### config.mk
export PLATFORM = sky130hd
export DESIGN_NAME = axi_wr_engine
export DESIGN_NICKNAME = d
export VERILOG_FILES = /design/src/verilog/axi_mem_pkg.sv /design/src/verilog/axi_wr_engine.sv
export SDC_FILE = /design/constraint.sdc
export NUM_CORES = 1
export LEC_CHECK = 0
export ABC_CLOCK_PERIOD_IN_PS = 4500
export BUFFER_PORTS_ARGS = -buffer_cell sky130_fd_sc_hd__buf_4
export CAP_MARGIN = 10
export CORE_UTILIZATION = 41
export CTS_CLUSTER_DIAMETER = 120
export CTS_CLUSTER_SIZE = 40
export DETAILED_ROUTE_END_ITERATION = 10
export GPL_ROUTABILITY_DRIVEN = 0
export PLACE_DENSITY = 0.75
export SETUP_SLACK_MARGIN = 0.1
export SYNTH_ARGS = -nofsm -noshare
export SYNTH_HDL_FRONTEND = slang
export SYNTH_SLANG_ARGS = --single-unit
export TNS_END_PERCENT = 100
### constraint.sdc
create_clock -name clk_i -period 4.5 [get_ports clk_i]
set_input_delay 0.225 -clock clk_i [delete_from_list [all_inputs] [get_ports clk_i]]
set_output_delay 0.225 -clock clk_i [all_outputs]
set_load 0.01 [all_outputs]
### src/verilog/axi_mem_pkg.sv
`default_nettype none

package axi_mem_pkg;

  localparam int ID_BITS    = 4;
  localparam int LEN_BITS   = 8;  // a burst carries len + 1 beats.
  localparam int SIZE_BITS  = 3;
  localparam int BURST_BITS = 2;
  localparam int RESP_BITS  = 2;

  localparam logic [BURST_BITS-1:0] BURST_FIXED = 2'd0;  // every beat hits the same word.
  localparam logic [BURST_BITS-1:0] BURST_INCR  = 2'd1;
  localparam logic [BURST_BITS-1:0] BURST_WRAP  = 2'd2;  // always answered with SLVERR.

  localparam logic [RESP_BITS-1:0] RESP_OKAY   = 2'd0;
  localparam logic [RESP_BITS-1:0] RESP_SLVERR = 2'd2;

endpackage

`default_nettype wire
### src/verilog/axi_wr_engine.sv
`timescale 1ns/1ns
`default_nettype none

module axi_wr_engine #(
  parameter int DATA_WIDTH = 32,
  parameter int MEM_WORDS  = 256,
  localparam int ADDR_WIDTH = 32,
  localparam int INDEX_BITS = $clog2(MEM_WORDS)
) (
  input  logic                               clk_i,
  input  logic                               rst_i,
  input  logic [axi_mem_pkg::ID_BITS-1:0]    awid_i,
  input  logic [ADDR_WIDTH-1:0]              awaddr_i,
  input  logic [axi_mem_pkg::LEN_BITS-1:0]   awlen_i,
  input  logic [axi_mem_pkg::SIZE_BITS-1:0]  awsize_i,
  input  logic [axi_mem_pkg::BURST_BITS-1:0] awburst_i,
  input  logic                               awvalid_i,
  output logic                               awready_o,
  input  logic [DATA_WIDTH-1:0]              wdata_i,
  input  logic [DATA_WIDTH/8-1:0]            wstrb_i,
  input  logic                               wlast_i,
  input  logic                               wvalid_i,
  output logic                               wready_o,
  output logic [axi_mem_pkg::ID_BITS-1:0]    bid_o,
  output logic [axi_mem_pkg::RESP_BITS-1:0]  bresp_o,
  output logic                               bvalid_o,
  input  logic                               bready_i,
  output logic                               req_o,
  input  logic                               gnt_i,
  output logic [INDEX_BITS-1:0]              index_o,
  output logic [DATA_WIDTH-1:0]              wdata_o,
  output logic [DATA_WIDTH/8-1:0]            wstrb_o
);

  import axi_mem_pkg::*;

  localparam int OFFSET_BITS = $clog2(DATA_WIDTH / 8);
  localparam int WORD_BITS   = ADDR_WIDTH - OFFSET_BITS;
  localparam logic [SIZE_BITS-1:0] SIZE_FULL = SIZE_BITS'(OFFSET_BITS);

  localparam logic [1:0] ST_IDLE = 2'd0;
  localparam logic [1:0] ST_DATA = 2'd1;
  localparam logic [1:0] ST_RESP = 2'd2;

  logic [1:0]           state_q;
  logic [1:0]           state_d;
  logic                 awready_q;
  logic [ID_BITS-1:0]   id_q;
  logic [WORD_BITS-1:0] word_q;
  logic [LEN_BITS-1:0]  cnt_q;        // beats left after the current one.
  logic                 fixed_q;
  logic                 bad_burst_q;
  logic                 err_q;
  logic                 beat_bad;
  logic                 aw_fire;
  logic                 w_fire;
  logic                 w_last;

  assign beat_bad = bad_burst_q | (word_q >= WORD_BITS'(MEM_WORDS));
  assign aw_fire  = awvalid_i & awready_q;
  assign w_fire   = wvalid_i & wready_o;
  assign w_last   = wlast_i | (cnt_q == '0);  // the count also ends a burst with a missing wlast.

  assign awready_o = awready_q;
  assign wready_o  = (state_q == ST_DATA) & (beat_bad | gnt_i);  // bad beats are swallowed here.
  assign req_o     = (state_q == ST_DATA) & wvalid_i & ~beat_bad;
  assign index_o   = word_q[INDEX_BITS-1:0];
  assign wdata_o   = wdata_i;
  assign wstrb_o   = wstrb_i;
  assign bvalid_o  = (state_q == ST_RESP);
  assign bid_o     = id_q;
  assign bresp_o   = err_q ? RESP_SLVERR : RESP_OKAY;

  always_comb begin
    state_d = state_q;
    case (state_q)
      ST_IDLE: begin
        if (aw_fire) begin
          state_d = ST_DATA;
        end
      end
      ST_DATA: begin
        if (w_fire && w_last) begin
          state_d = ST_RESP;
        end
      end
      ST_RESP: begin
        if (bready_i) begin
          state_d = ST_IDLE;
        end
      end
      default: state_d = ST_IDLE;
    endcase
  end

  always_ff @(posedge clk_i) begin
    if (rst_i) begin
      state_q   <= ST_IDLE;
      awready_q <= 1'b0;
      err_q     <= 1'b0;
    end else begin
      state_q   <= state_d;
      awready_q <= (state_d == ST_IDLE);
      if (aw_fire) begin
        err_q <= 1'b0;
      end else if (w_fire && beat_bad) begin
        err_q <= 1'b1;  // sticky until the next burst.
      end
    end
  end

  always_ff @(posedge clk_i) begin
    if (aw_fire) begin
      id_q        <= awid_i;
      word_q      <= awaddr_i[ADDR_WIDTH-1:OFFSET_BITS];
      cnt_q       <= awlen_i;
      fixed_q     <= (awburst_i == BURST_FIXED);
      bad_burst_q <= !(awburst_i inside {BURST_FIXED, BURST_INCR}) ||
                     (awsize_i != SIZE_FULL);
    end else if (w_fire) begin
      cnt_q <= cnt_q - 1'b1;
      if (!fixed_q) begin
        word_q <= word_q + 1'b1;
      end
    end
  end

endmodule

`default_nettype wire

==> results of run 1 <==
==> power groups by stage <==
stage               combinational (mW)  sequential (mW)  clock [mW]
floorplan                        0.136            0.572           0
global placement                 0.162            0.579           0
detailed placement               0.167            0.581           0
CTS                              0.167            0.572       0.256
global route                     0.186            0.578       0.274
finish                           0.165            0.572       0.249
==> sequential cells by signal, indices dropped and copies added (netlist names) <==
name	cells
bid_o	4
awready_o	1
state_q	2
bad_burst_q	1
word_q	30
cnt_q	8
err_q	1
fixed_q	1
==> critical path, delay by kind of cell (launching register included) <==
kind	cells	cell delay [ps]
AO/OA/AOI/OAI	1	550
AND/OR/NAND/NOR	3	1370
flip-flops	1	480
==> cells by family (layout without fill, tap and decap cells) <==
| logic type | after synthesis | after routing | synth area share |
|---|---|---|---|
| buf+inv | 71 | 90 | 0.147 |
| simple gates | 131 | 131 | 0.222 |
| fa+ha+maj | 4 | 4 | 0.0159 |
| other cells | 1 | 1 | 0.00119 |
| xor+xnor | 18 | 18 | 0.0502 |
| flops | 48 | 48 | 0.446 |
| compound gates | 59 | 59 | 0.118 |
==> per-stage QoR <==
step                      setup slack [ps]  std cells  hold WS [ps]
after CTS                             1700        450          86.6
after global routing                  1480        450          80.8
after detailed placement              1740        442           405
after floorplan                        905        332           298
final                                 1710        450          96.2
after global placement                1840        442           404
==> final timing paths <==
| kind | end | cells after the start | slack [ps] | from |
|---|---|---|---|---|
| setup reg to reg | cnt_q[6]$_DFFE_PP_ | 4 | 1710 | word_q[10]$_DFFE_PP_ |
| hold / removal | bid_o[1]$_DFFE_PP_ | 1 | 100 | awid_i[1] |
| setup / recovery | cnt_q[6]$_DFFE_PP_ | 4 | 1710 | word_q[10]$_DFFE_PP_ |
| hold reg to reg | err_q$_SDFFE_PP0P_ | 2 | 470 | err_q$_SDFFE_PP0P_ |
==> Yosys cell counts <==
library cell,number
inv_1,8
dfxtp_1,4
nor2b_1,1
nor2_1,24
o211ai_1,2
clkinv_1,1
a31oi_1,15
buf_2,2
o21ai_0,21
a21oi_1,3
and4_1,6
buf_4,47
nand3_1,11
xor2_1,13
o21bai_1,1
buf_1,1
ha_1,4
nand3b_1,1
nor3_1,6
nand4_1,11
or4b_2,1
a221o_1,1
buf_6,2
nand4_4,1
xnor2_1,5
and3_1,6
nor4b_1,1
conb_1,1
or3_1,2
nor3b_1,1
o41ai_1,1
o31ai_1,12
clkbuf_1,10
a211oi_1,2
or4_1,13
edfxtp_1,44
and2_1,1
nor4_1,6
o311a_1,1
nand2_1,39
==> routing by layer <==
layer / vias to the layer above / wire (µm)
li1: 1216 / -
met1: 1164 / 2940
met2: 95 / 3330
met3: 8 / 514
met4: 0 / 33
met5: - / 0
==> final cells by class <==
cell class,instances,area [µm²]
inverter,9,33.8
fill,696,3850
clock buffer,7,76.3
clock inverter,1,5.00
sequential,48,1400
tap,99,124
timing repair buffer,73,548
multi-input combinational,213,1290
==> run summary, run 1 <==
WORST SETUP PATH
-------------------------------------------------------------------------------------------------
Worst EP required ..................................................................      4400 ps
Largest fanout on the critical path ................................................            8
Classification of the worst setup path ............................................. flop to flop
Series of cell instances along the critical path ................................... nor4_1 > nand4_1 > nor3_1 > o21ai_0
Worst Setup Start Kind .............................................................         flop
Slowest cell on the critical path ..................................................       nor3_1
Critical Path AT ...................................................................      2690 ps
Delay of the slowest critical-path stage ...........................................       660 ps
Sort of element at the end of the critical path ....................................         flop

TIMING
-------------------------------------------------------------------------------------------------
Maximum achievable frequency .......................................................    0.358 GHz
Rel. slew slack ....................................................................        0.253
Clock period minus worst slack .....................................................      2790 ps
Final setup TNS ....................................................................         0 ps
Final setup violation count ........................................................            0
Unrepaired setup endpoints after global routing ....................................           no
Post-route clock skew ..............................................................      10.4 ps
Hold Vio Cnt, Final ................................................................            0
Max Transition Viols Final .........................................................            0
Final period utilization ...........................................................        0.620
Worst Max-Slew Pin Slew ............................................................      1110 ps

SYNTH
-------------------------------------------------------------------------------------------------
#FFs+latches synth .................................................................           48
Post-synth top area share ..........................................................        0.421
Warning count from the yosys run ...................................................            0
Syn_nets ...........................................................................          428
Biggest area contributors in the synthesized netlist ............................... edfxtp_1, buf_4, nand2_1
Post-synthesis sequential area ratio ...............................................        0.446
Top cell type by total area after synthesis ........................................     edfxtp_1
Post-Synthesis Cell Area ...........................................................     3140 µm²
Synthesized area divided by synthesized cell count .................................     9.46 µm²
Number of distinct library cell variants in the gate-level netlist after synthesis .           40
Mapped Cells .......................................................................          332

CLOCK NETWORK
-------------------------------------------------------------------------------------------------
Setup bufs post-CTS ................................................................            0
Cts repair resizes .................................................................            0
Total number of H-tree levels ......................................................            2
CTS clock-pin slew for the worst setup and hold paths ..............................        90 ps
Hold-fix buffers, CTS ..............................................................            0
Number of sinks driven by the clock tree ...........................................           48
Maximum clock path buffer count ....................................................            2
Clock tree from TritonCTS ..........................................................        built
Number of buffers created by CTS ...................................................            5
CTS root buffer ....................................................................     clkbuf_8
Worst-skew pair later-pin latency ..................................................       300 ps

DIE
-------------------------------------------------------------------------------------------------
Placement row count ................................................................           31
Number of top-level pins ...........................................................          146
Die boundary height ................................................................      89.5 µm
Initial cell density of the core ...................................................        0.428
Chip Width .........................................................................      89.5 µm
CORE AREA ..........................................................................     7330 µm²
Die footprint ......................................................................     8010 µm²

GLOBAL ROUTING
-------------------------------------------------------------------------------------------------
Vias in the first global route .....................................................         2377
Met3 usage .........................................................................       0.0443
Total routing resource utilization after global routing ............................        0.176
First-pass GRT wire length .........................................................     10800 µm
GRT Residual Overflow ..............................................................            0
Global route hottest layer .........................................................         met2
Global-route track usage on met1 ...................................................        0.235
Largest net degree at the start of global routing ..................................           40
Met2 Resource Use GR ...............................................................        0.291
Number of antenna violations at the first check in global routing ..................            0

POWER AND IR DROP
-------------------------------------------------------------------------------------------------
Maximum ir drop on the vdd rail ....................................................       129 µV
Switching part of the total ........................................................        0.264
Share of total power in sequential cells ...........................................        0.580
Total power ........................................................................     0.986 mW
Clock share of power ...............................................................        0.253
Power density over the cells .......................................................   283 nW/µm²
Combinational Power Share ..........................................................        0.167
Cell-internal power ................................................................     0.726 mW
Switch Pwr .........................................................................     0.260 mW
Leak ...............................................................................      1.24 nW

PLACED DESIGN
-------------------------------------------------------------------------------------------------
Port Buffer Count ..................................................................           70
Placement Cell Area ................................................................     3400 µm²
Detailed placement HPWL ............................................................      4850 µm

HOLD PATH
-------------------------------------------------------------------------------------------------
Classification of the worst-slack hold path ........................................ input port to flop

CELLS AND AREA
-------------------------------------------------------------------------------------------------
Layout Area Growth over Synthesis ..................................................        10.8%
Util after Layout ..................................................................        0.475
Antenna diodes .....................................................................            0
Most frequent cells in the layout .................................................. buf_4, edfxtp_1, nand2_1, nor2_1, o21ai_0
Summed area of non-filler cells in the final layout ................................     3480 µm²
Final #Nets ........................................................................          446
Share of final-layout standard cells stronger than drive strength 1 ................        0.234
Most common cell after layout, fill and taps aside .................................        buf_4

OUTCOME
-------------------------------------------------------------------------------------------------
Status ............................................................................. finished, final reports clean

DRT
-------------------------------------------------------------------------------------------------
Antenna Violating Nets Remaining ...................................................            0
Final wirelength ...................................................................      6820 µm
Wirelength per Cell ................................................................      15.2 µm
First DRT Iteration DRCs ...........................................................          167
Total number of vias ...............................................................         2483
Mean number of vias per cell .......................................................         5.52
First-pass iteration count of the detailed router ..................................            4
Drt drc ............................................................................            0

RUN
-------------------------------------------------------------------------------------------------
Max-Cap Viols ......................................................................            0

Power figures use the tool's default switching activity.
==> inputs of run 2 (changes only) <==
ABC_AREA = 1   (was not set)
ABC_CLOCK_PERIOD_IN_PS = 2700   (was 4500)
PLACE_DENSITY = 0.73   (was 0.75)
clock period = 2.7 ns   (was 4.5 ns; I/O delays follow)
==> run 2 against run 1 <==
Flip-flop and latch count is the same. Clock power grew 110%. Synthesized cell count grew 35%. Critical path depth grew 6. Largest cell class is now multi-input gates. Register-to-register slack lost 870 ps. Global-route usage grew 0.74 points. Final cell count grew 29%. Sequential power grew 66%. Worst hold slack lost 13 ps.
==> run summary, run 2 <==
SYNTH
-------------------------------------------------------------------------------------------------
Post-synth top area share ..........................................................        0.388   was 0.421
Top cell type by total area after synthesis ........................................     edfxtp_1   unchanged
Async SR Flop Fraction .............................................................            0   unchanged
Mapped Cells .......................................................................          448   was 332
Ys flop type .......................................................................     edfxtp_1   unchanged
Post-synthesis sequential area ratio ...............................................        0.411   was 0.446
Warning count from the yosys run ...................................................            0   unchanged
Post-Synthesis Cell Area ...........................................................     3410 µm²   was 3140 µm²
Synth top cells by count ........................................................... nand2_1, nor2_1, buf_4   was buf_4, edfxtp_1, nand2_1
Syn_nets ...........................................................................          544   was 428
Synthesized area divided by synthesized cell count .................................     7.61 µm²   was 9.46 µm²
Most common cell in the synthesized netlist ........................................      nand2_1   was buf_4
#FFs+latches synth .................................................................           48   unchanged
Number of distinct library cell variants in the gate-level netlist after synthesis .           29   was 40
EDFF count, synth ..................................................................           44   unchanged
Biggest area contributors in the synthesized netlist ............................... edfxtp_1, nand2_1, buf_4   was edfxtp_1, buf_4, nand2_1

CLOCK NETWORK
-------------------------------------------------------------------------------------------------
Worst-skew pair later-pin latency ..................................................       310 ps   was 300 ps
Cts repair resizes .................................................................            0   unchanged
Total number of H-tree levels ......................................................            2   unchanged
Maximum clock path buffer count ....................................................            2   unchanged
Number of buffers created by CTS ...................................................            5   unchanged
CTS clock-pin slew for the worst setup and hold paths ..............................        90 ps   about the same
Clock tree from TritonCTS ..........................................................        built   unchanged
CTS root buffer ....................................................................     clkbuf_8   unchanged
Number of sinks driven by the clock tree ...........................................           48   unchanged

DIE
-------------------------------------------------------------------------------------------------
Die footprint ......................................................................     8680 µm²   was 8010 µm²
Chip Width .........................................................................      93.2 µm   was 89.5 µm
CORE AREA ..........................................................................     7890 µm²   was 7330 µm²
Initial cell density of the core ...................................................        0.432   was 0.428
Placement row count ................................................................           32   was 31
Die boundary height ................................................................      93.2 µm   was 89.5 µm
Number of top-level pins ...........................................................          146   unchanged

TIMING
-------------------------------------------------------------------------------------------------
Clock period minus worst slack .....................................................      1860 ps   was 2790 ps
Max Transition Viols Final .........................................................            0   unchanged
Post-route clock skew ..............................................................      4.06 ps   was 10.4 ps
Final setup violation count ........................................................            0   unchanged
Final setup TNS ....................................................................         0 ps   unchanged
Hold Vio Cnt, Final ................................................................            0   unchanged
Maximum achievable frequency .......................................................    0.537 GHz   was 0.358 GHz
Final period utilization ...........................................................        0.689   was 0.620
Unrepaired setup endpoints after global routing ....................................           no   unchanged

WORST SETUP PATH
-------------------------------------------------------------------------------------------------
Setup slack, reg-to-reg ............................................................       840 ps   was 1710 ps
Worst EP required ..................................................................      2770 ps   was 4400 ps
Classification of the worst setup path ............................................. flop to flop   unchanged
Largest fanout on the critical path ................................................            5   was 8
Cell depth of the worst flop-to-flop path ..........................................           10   was 4
Critical Path AT ...................................................................      1930 ps   was 2690 ps
Worst Setup Start Kind .............................................................         flop   unchanged
Reg-to-reg endpoint ................................................................ word_q[18]$_DFFE_PP_   was cnt_q[6]$_DFFE_PP_
Sort of element at the end of the critical path ....................................         flop   unchanged
Launching point of the worst reg2reg path .......................................... word_q[0]$_DFFE_PP_   was word_q[10]$_DFFE_PP_

POWER AND IR DROP
-------------------------------------------------------------------------------------------------
Power density over the cells .......................................................   468 nW/µm²   was 283 nW/µm²
Leak ...............................................................................      1.63 nW   was 1.24 nW
Maximum ir drop on the vdd rail ....................................................       258 µV   was 129 µV

HOLD PATH
-------------------------------------------------------------------------------------------------
Endpoint, Worst Hold ............................................................... bad_burst_q$_DFFE_PP_   was bid_o[1]$_DFFE_PP_
Cells on Worst Hold Path ...........................................................            2   was 1
Worst hold path startpoint .........................................................  awsize_i[2]   was awid_i[1]
Classification of the worst-slack hold path ........................................ input port to flop   unchanged

CELLS AND AREA
-------------------------------------------------------------------------------------------------
Final #Nets ........................................................................          575   was 446
Share of final-layout standard cells stronger than drive strength 1 ................        0.225   was 0.234
Largest Register ...................................................................       word_q   unchanged
Summed area of non-filler cells in the final layout ................................     3860 µm²   was 3480 µm²
Flip-flop count of the largest register, all copies and words added ................           30   unchanged
Layout Area Growth over Synthesis ..................................................        13.3%   was 10.8%
Antenna diodes .....................................................................            0   unchanged
Most common cell after layout, fill and taps aside .................................      nand2_1   was buf_4
Most frequent cells in the layout .................................................. nand2_1, buf_4, nor2_1, edfxtp_1, inv_1   was buf_4, edfxtp_1, nand2_1, nor2_1, o21ai_0

DRT
-------------------------------------------------------------------------------------------------
First DRT Iteration DRCs ...........................................................          287   was 167
Mean number of vias per cell .......................................................         4.83   was 5.52
Wirelength per Cell ................................................................      12.7 µm   was 15.2 µm
Final wirelength ...................................................................      7400 µm   was 6820 µm
First-pass iteration count of the detailed router ..................................            5   was 4
Total number of vias ...............................................................         2810   was 2483
Antenna Violating Nets Remaining ...................................................            0   unchanged
Drt drc ............................................................................            0   unchanged

GLOBAL ROUTING
-------------------------------------------------------------------------------------------------
First-pass GRT wire length .........................................................     12600 µm   was 10800 µm
Largest net degree at the start of global routing ..................................           49   was 40
Number of antenna violations at the first check in global routing ..................            0   unchanged
Total routing resource utilization after global routing ............................        0.184   was 0.176
GRT Residual Overflow ..............................................................            0   unchanged
Vias in the first global route .....................................................         2819   was 2377

PLACED DESIGN
-------------------------------------------------------------------------------------------------
Detailed placement HPWL ............................................................      5640 µm   was 4850 µm
Placement Cell Area ................................................................     3710 µm²   was 3400 µm²
Port Buffer Count ..................................................................           70   unchanged

RUN
-------------------------------------------------------------------------------------------------
Max-Cap Viols ......................................................................            0   unchanged

OUTCOME
-------------------------------------------------------------------------------------------------
Status ............................................................................. finished, final reports clean   unchanged

run 2: critical path, stage by stage (launching register included):
cell and delay, ps:
edfxtp_1 450, ha_1 240, nand3_2 150, inv_2 150, nand3_2 120, inv_2 120, nand2_2 70, nor2_2 110
nand3_1 70, nand3_1 100, nand2_1 50
run 2: logic make-up (layout without fill, tap and decap cells):
kind of cell,Yosys count,count (layout),share of synthesized area
buffers and inverters,92,124,0.154
AND/OR/NAND/NOR,256,256,0.331
adder cells (fa/ha/maj),4,4,0.0147
XOR/XNOR,14,14,0.0360
AO/OA/AOI/OAI,33,33,0.0525
flip-flops,48,48,0.411
other,1,1,0.00110
run 2: area by class of cell:
| type | instances | area [µm²] |
|---|---|---|
| fillers | 785 | 4020 |
| multi-input cells | 308 | 1490 |
| flip-flops and latches | 48 | 1400 |
| repair buffers | 78 | 598 |
| inverters | 38 | 143 |
| well taps | 102 | 128 |
| clock buffers | 6 | 72.6 |
| clock inverters | 2 | 35.0 |
run 2: power breakdown:
part,total (mW),internal [mW],switching [mW]
logic,0.335,0.152,0.183
registers,0.950,0.896,0.0544
clock network,0.525,0.275,0.250
run 2: timing repair:
action                                 in CTS  in global routing
endpoints found under the hold margin       7                  0
hold buffers                                5                  0
buffers inserted                            0                  0
run 2: worst max-delay path by stage:
stage,start,endpoint,slack [ps],cells after the start
5_1_grt,word_q[1]$_DFFE_PP_,word_q[18]$_DFFE_PP_,680,10
3_3_place_gp,word_q[0]$_DFFE_PP_,word_q[18]$_DFFE_PP_,910,10
2_1_floorplan,word_q[8]$_DFFE_PP_,word_q[0]$_DFFE_PP_,200,6
6_report,word_q[0]$_DFFE_PP_,word_q[18]$_DFFE_PP_,840,10
4_1_cts,word_q[0]$_DFFE_PP_,word_q[18]$_DFFE_PP_,860,10
3_5_place_dp,word_q[0]$_DFFE_PP_,word_q[18]$_DFFE_PP_,870,10
run 2: per-stage QoR:
stage / power [mW] / util / setup WS [ps] / hold WS, ps / cells
final: 1.81 / 0.490 / 839 / 83.3 / 582
after global routing: 1.90 / 0.490 / 679 / 71.0 / 582
after CTS: 1.82 / 0.490 / 857 / 76.6 / 582
after detailed placement: 1.30 / 0.470 / 866 / 270 / 569
after global placement: 1.29 / 0.470 / 915 / 270 / 569
after floorplan: 1.22 / - / 198 / 204 / 448
run 2: layer usage:
layer / GRT usage / share of wire
met1: 0.226 / 0.42
met2: 0.308 / 0.48
met3: 0.0488 / 0.078
met4: 0.0692 / 0.016
met5: 0 / 0
==> inputs of run 3 (changes only) <==
ABC_AREA = 0   (was 1)
ABC_CLOCK_PERIOD_IN_PS = 1700   (was 2700)
PLACE_DENSITY = 0.78   (was 0.73)
clock period = 1.7 ns   (was 2.7 ns; I/O delays follow)
==> run 3 against run 2 <==
The flow now finishes with violations (negative setup slack). Clock-buffer cell count did not move. Die area fell by 7.8%. Sequential power rose by 56%. Wire length rose by 9.8%. Via count rose by 1.2%. Largest power group unchanged. Global-route usage rose by 2.5 points. Worst hold slack got worse by 39 ps. Clock power rose by 29%. Sequential share of layout area fell by 2.4 points. Setup slack got worse by 1100 ps. Flip-flop and latch count did not move. Highest routed layer unchanged.
==> run summary, run 3 (synthesis gave the netlist of run 1 again) <==
CLOCK NETWORK
----------------------------------------------------------------------------------
Maximum clock path buffer count .....................................            2   unchanged
Total number of H-tree levels .......................................            2   unchanged
Number of buffers created by CTS ....................................            5   unchanged
CTS root buffer .....................................................     clkbuf_8   unchanged
CTS clock-pin slew for the worst setup and hold paths ...............        80 ps   was 90 ps
Number of sinks driven by the clock tree ............................           48   unchanged
Worst-skew pair later-pin latency ...................................       310 ps   about the same
Clock tree from TritonCTS ...........................................        built   unchanged

WORST SETUP PATH
----------------------------------------------------------------------------------
Classification of the worst setup path .............................. flop to output port   was flop to flop
Delay of the slowest critical-path stage ............................       430 ps   was 450 ps
Series of cell instances along the critical path .................... nor4_2 > nand4_1 > nor3_4 > buf_6 > nor3b_2 > buf_4   was ha_1 > nand3_2 > inv_2 > nand3_2 > inv_2 > nand2_2 > nor2_2 > nand3_1 > nand3_1 > nand2_1
Worst EP required ...................................................      1620 ps   was 2770 ps
Cell family with the largest share of critical-path delay ........... simple AND/OR/NAND/NOR gates   unchanged
Largest fanout on the critical path .................................            3   was 5
Buffers & Inverters on Critical Path ................................            2   unchanged
Worst Setup Start Kind ..............................................         flop   unchanged
Sort of element at the end of the critical path .....................  output port   was flop
Number of logic stages on the critical path including buffering .....            6   was 10
Cell depth of the worst flop-to-flop path ...........................            6   was 10
Slowest cell on the critical path ...................................     edfxtp_1   unchanged
Critical Path AT ....................................................      1830 ps   was 1930 ps
Launching point of the worst reg2reg path ........................... bad_burst_q$_DFFE_PP_   was word_q[0]$_DFFE_PP_
Setup slack, reg-to-reg .............................................      -190 ps   was 840 ps
Reg-to-reg endpoint ................................................. cnt_q[7]$_DFFE_PP_   was word_q[18]$_DFFE_PP_

DIE
----------------------------------------------------------------------------------
Chip Width ..........................................................      89.5 µm   was 93.2 µm
Die boundary height .................................................      89.5 µm   was 93.2 µm
Placement row count .................................................           31   was 32
CORE AREA ...........................................................     7330 µm²   was 7890 µm²
Initial cell density of the core ....................................        0.428   was 0.432
Die footprint .......................................................     8010 µm²   was 8680 µm²
Number of top-level pins ............................................          146   unchanged

PLACED DESIGN
----------------------------------------------------------------------------------
Port Buffer Count ...................................................           70   unchanged
Cells after DPL .....................................................          494   was 569
Place WS ............................................................      -198 ps   was 866 ps
Detailed placement HPWL .............................................      5830 µm   was 5640 µm
Placement Cell Area .................................................     3830 µm²   was 3710 µm²

DRT
----------------------------------------------------------------------------------
First-pass iteration count of the detailed router ...................            5   unchanged
First DRT Iteration DRCs ............................................          214   was 287
Final wirelength ....................................................      8130 µm   was 7400 µm
Total number of vias ................................................         2845   was 2810
Wirelength per Cell .................................................      15.8 µm   was 12.7 µm
Drt drc .............................................................            0   unchanged
Antenna Violating Nets Remaining ....................................            0   unchanged
Mean number of vias per cell ........................................         5.51   was 4.83

POWER AND IR DROP
----------------------------------------------------------------------------------
Maximum ir drop on the vdd rail .....................................       443 µV   was 258 µV
Switching part of the total .........................................        0.274   was 0.269
Power density over the cells ........................................   675 nW/µm²   was 468 nW/µm²
Share of total power in sequential cells ............................        0.531   was 0.525
Cell-internal power .................................................      2.03 mW   was 1.32 mW
Leak ................................................................      1.61 nW   was 1.63 nW
Clock share of power ................................................        0.241   was 0.290
Switch Pwr ..........................................................     0.766 mW   was 0.487 mW
Combinational Power Share ...........................................        0.227   was 0.185

CELLS AND AREA
----------------------------------------------------------------------------------
Most frequent cells in the layout ................................... buf_4, edfxtp_1, nand2_1, nor2_1, o21ai_0   was nand2_1, buf_4, nor2_1, edfxtp_1, inv_1
Share of final-layout standard cells stronger than drive strength 1 .        0.384   was 0.225
Util after Layout ...................................................        0.565   was 0.490
Flip-flop count of the largest register, all copies and words added .           30   unchanged
Final instance count without filler cells ...........................          516   was 582
Most common cell after layout, fill and taps aside ..................        buf_4   was nand2_1
Largest Register ....................................................       word_q   unchanged
Number of inserted filler cells in the final layout .................          612   was 785
Layout Area Growth over Synthesis ...................................        32.0%   was 13.3%
Antenna diodes ......................................................            0   unchanged
Final #Nets .........................................................          512   was 575
Multi-input combinational cell area .................................     1420 µm²   was 1490 µm²
Total area of sequential cells ......................................     1400 µm²   unchanged
Summed area of non-filler cells in the final layout .................     4140 µm²   was 3860 µm²

TIMING
----------------------------------------------------------------------------------
Hold Vio Cnt, Final .................................................            0   unchanged
Max Transition Viols Final ..........................................            0   unchanged
Unrepaired setup endpoints after global routing .....................          yes   was no
Clock period minus worst slack ......................................      1910 ps
Post-route clock skew ...............................................      9.74 ps   was 4.06 ps
Maximum achievable frequency ........................................    0.523 GHz
Final setup TNS .....................................................     -9340 ps   was 0 ps
Final period utilization ............................................         1.12
Post-layout worst setup margin ......................................      -211 ps   was 839 ps
Final setup violation count .........................................           56   was 0

HOLD PATH
----------------------------------------------------------------------------------
Endpoint, Worst Hold ................................................ word_q[1]$_DFFE_PP_   was bad_burst_q$_DFFE_PP_
Cells on Worst Hold Path ............................................            3   was 2
Classification of the worst-slack hold path ......................... input port to flop   unchanged
Worst hold path startpoint ..........................................  awaddr_i[3]   was awsize_i[2]

RUN
----------------------------------------------------------------------------------
Max-Cap Viols .......................................................            0   unchanged

OUTCOME
----------------------------------------------------------------------------------
Violations in the final reports ..................................... negative setup slack
Status .............................................................. complete, but fails checks   was finished, final reports clean

GLOBAL ROUTING
----------------------------------------------------------------------------------
Largest net degree at the start of global routing ...................           28   was 49
First-pass GRT wire length ..........................................     12500 µm   was 12600 µm
Vias in the first global route ......................................         2744   was 2819
Number of antenna violations at the first check in global routing ...            0   unchanged
GRT Residual Overflow ...............................................            0   unchanged
Total routing resource utilization after global routing .............        0.209   was 0.184

-- run 3: timing repair --
action,CTS,global route
hold buffers,5,0
pin swaps,7,4
buffers inserted,7,1
resized for setup,11,15
hold endpoints to repair,7,0
cloned,1,0
setup endpoints to repair,59,63
-- run 3: worst max-delay path by stage --
stage | start | end | slack, ps
final | bad_burst_q$_DFFE_PP_ | wready_o | -210
after CTS | bad_burst_q$_DFFE_PP_ | wready_o | -200
after floorplan | word_q[20]$_DFFE_PP_ | word_q[0]$_DFFE_PP_ | -330
after global routing | bad_burst_q$_DFFE_PP_ | wready_o | -310
after global placement | word_q[10]$_DFFE_PP_ | word_q[0]$_DFFE_PP_ | -240
after detailed placement | word_q[10]$_DFFE_PP_ | cnt_q[2]$_DFFE_PP_ | -200
-- run 3: cell type report --
type                       instances  share of cell area
multi-input combinational        214               0.342
sequential                        48               0.338
timing repair buffer             138               0.262
tap                               99              0.0299
clock buffer                       6              0.0175
inverter                           9             0.00815
clock inverter                     2             0.00272
-- run 3: layer usage --
| layer | vias to the layer above | wire length (µm) | GRT usage |
|---|---|---|---|
| li1 | 1352 | - | - |
| met3 | 12 | 555 | 0.0563 |
| met4 | 0 | 98 | 0.0693 |
| met2 | 117 | 4220 | 0.370 |
| met1 | 1364 | 3250 | 0.246 |
| met5 | - | 0 | 0 |
-- run 3: power by group through the flow --
stage | clock network [mW] | logic (mW) | registers [mW]
2_1_floorplan | 0 | 0.369 | 1.51
3_3_place_gp | 0 | 0.577 | 1.50
3_5_place_dp | 0 | 0.594 | 1.50
4_1_cts | 0.677 | 0.623 | 1.48
5_1_grt | 0.730 | 0.700 | 1.49
6_report | 0.675 | 0.635 | 1.48
-- run 3: stage by stage --
step | power (mW) | hold slack (ps)
final | 2.79 | 44.2
after global routing | 2.92 | 29.8
after CTS | 2.78 | 39.7
after detailed placement | 2.10 | 170
after global placement | 2.07 | 170
after floorplan | 1.88 | 158
-- run 3: worst register-to-register path, delay by kind of cell, from the launching register on --
kind | cells | cell delay [ps]
AOI/OAI and AO/OA | 1 | 90
buffers and inverters | 2 | 350
and+or+nand+nor | 3 | 800
DFF | 1 | 430
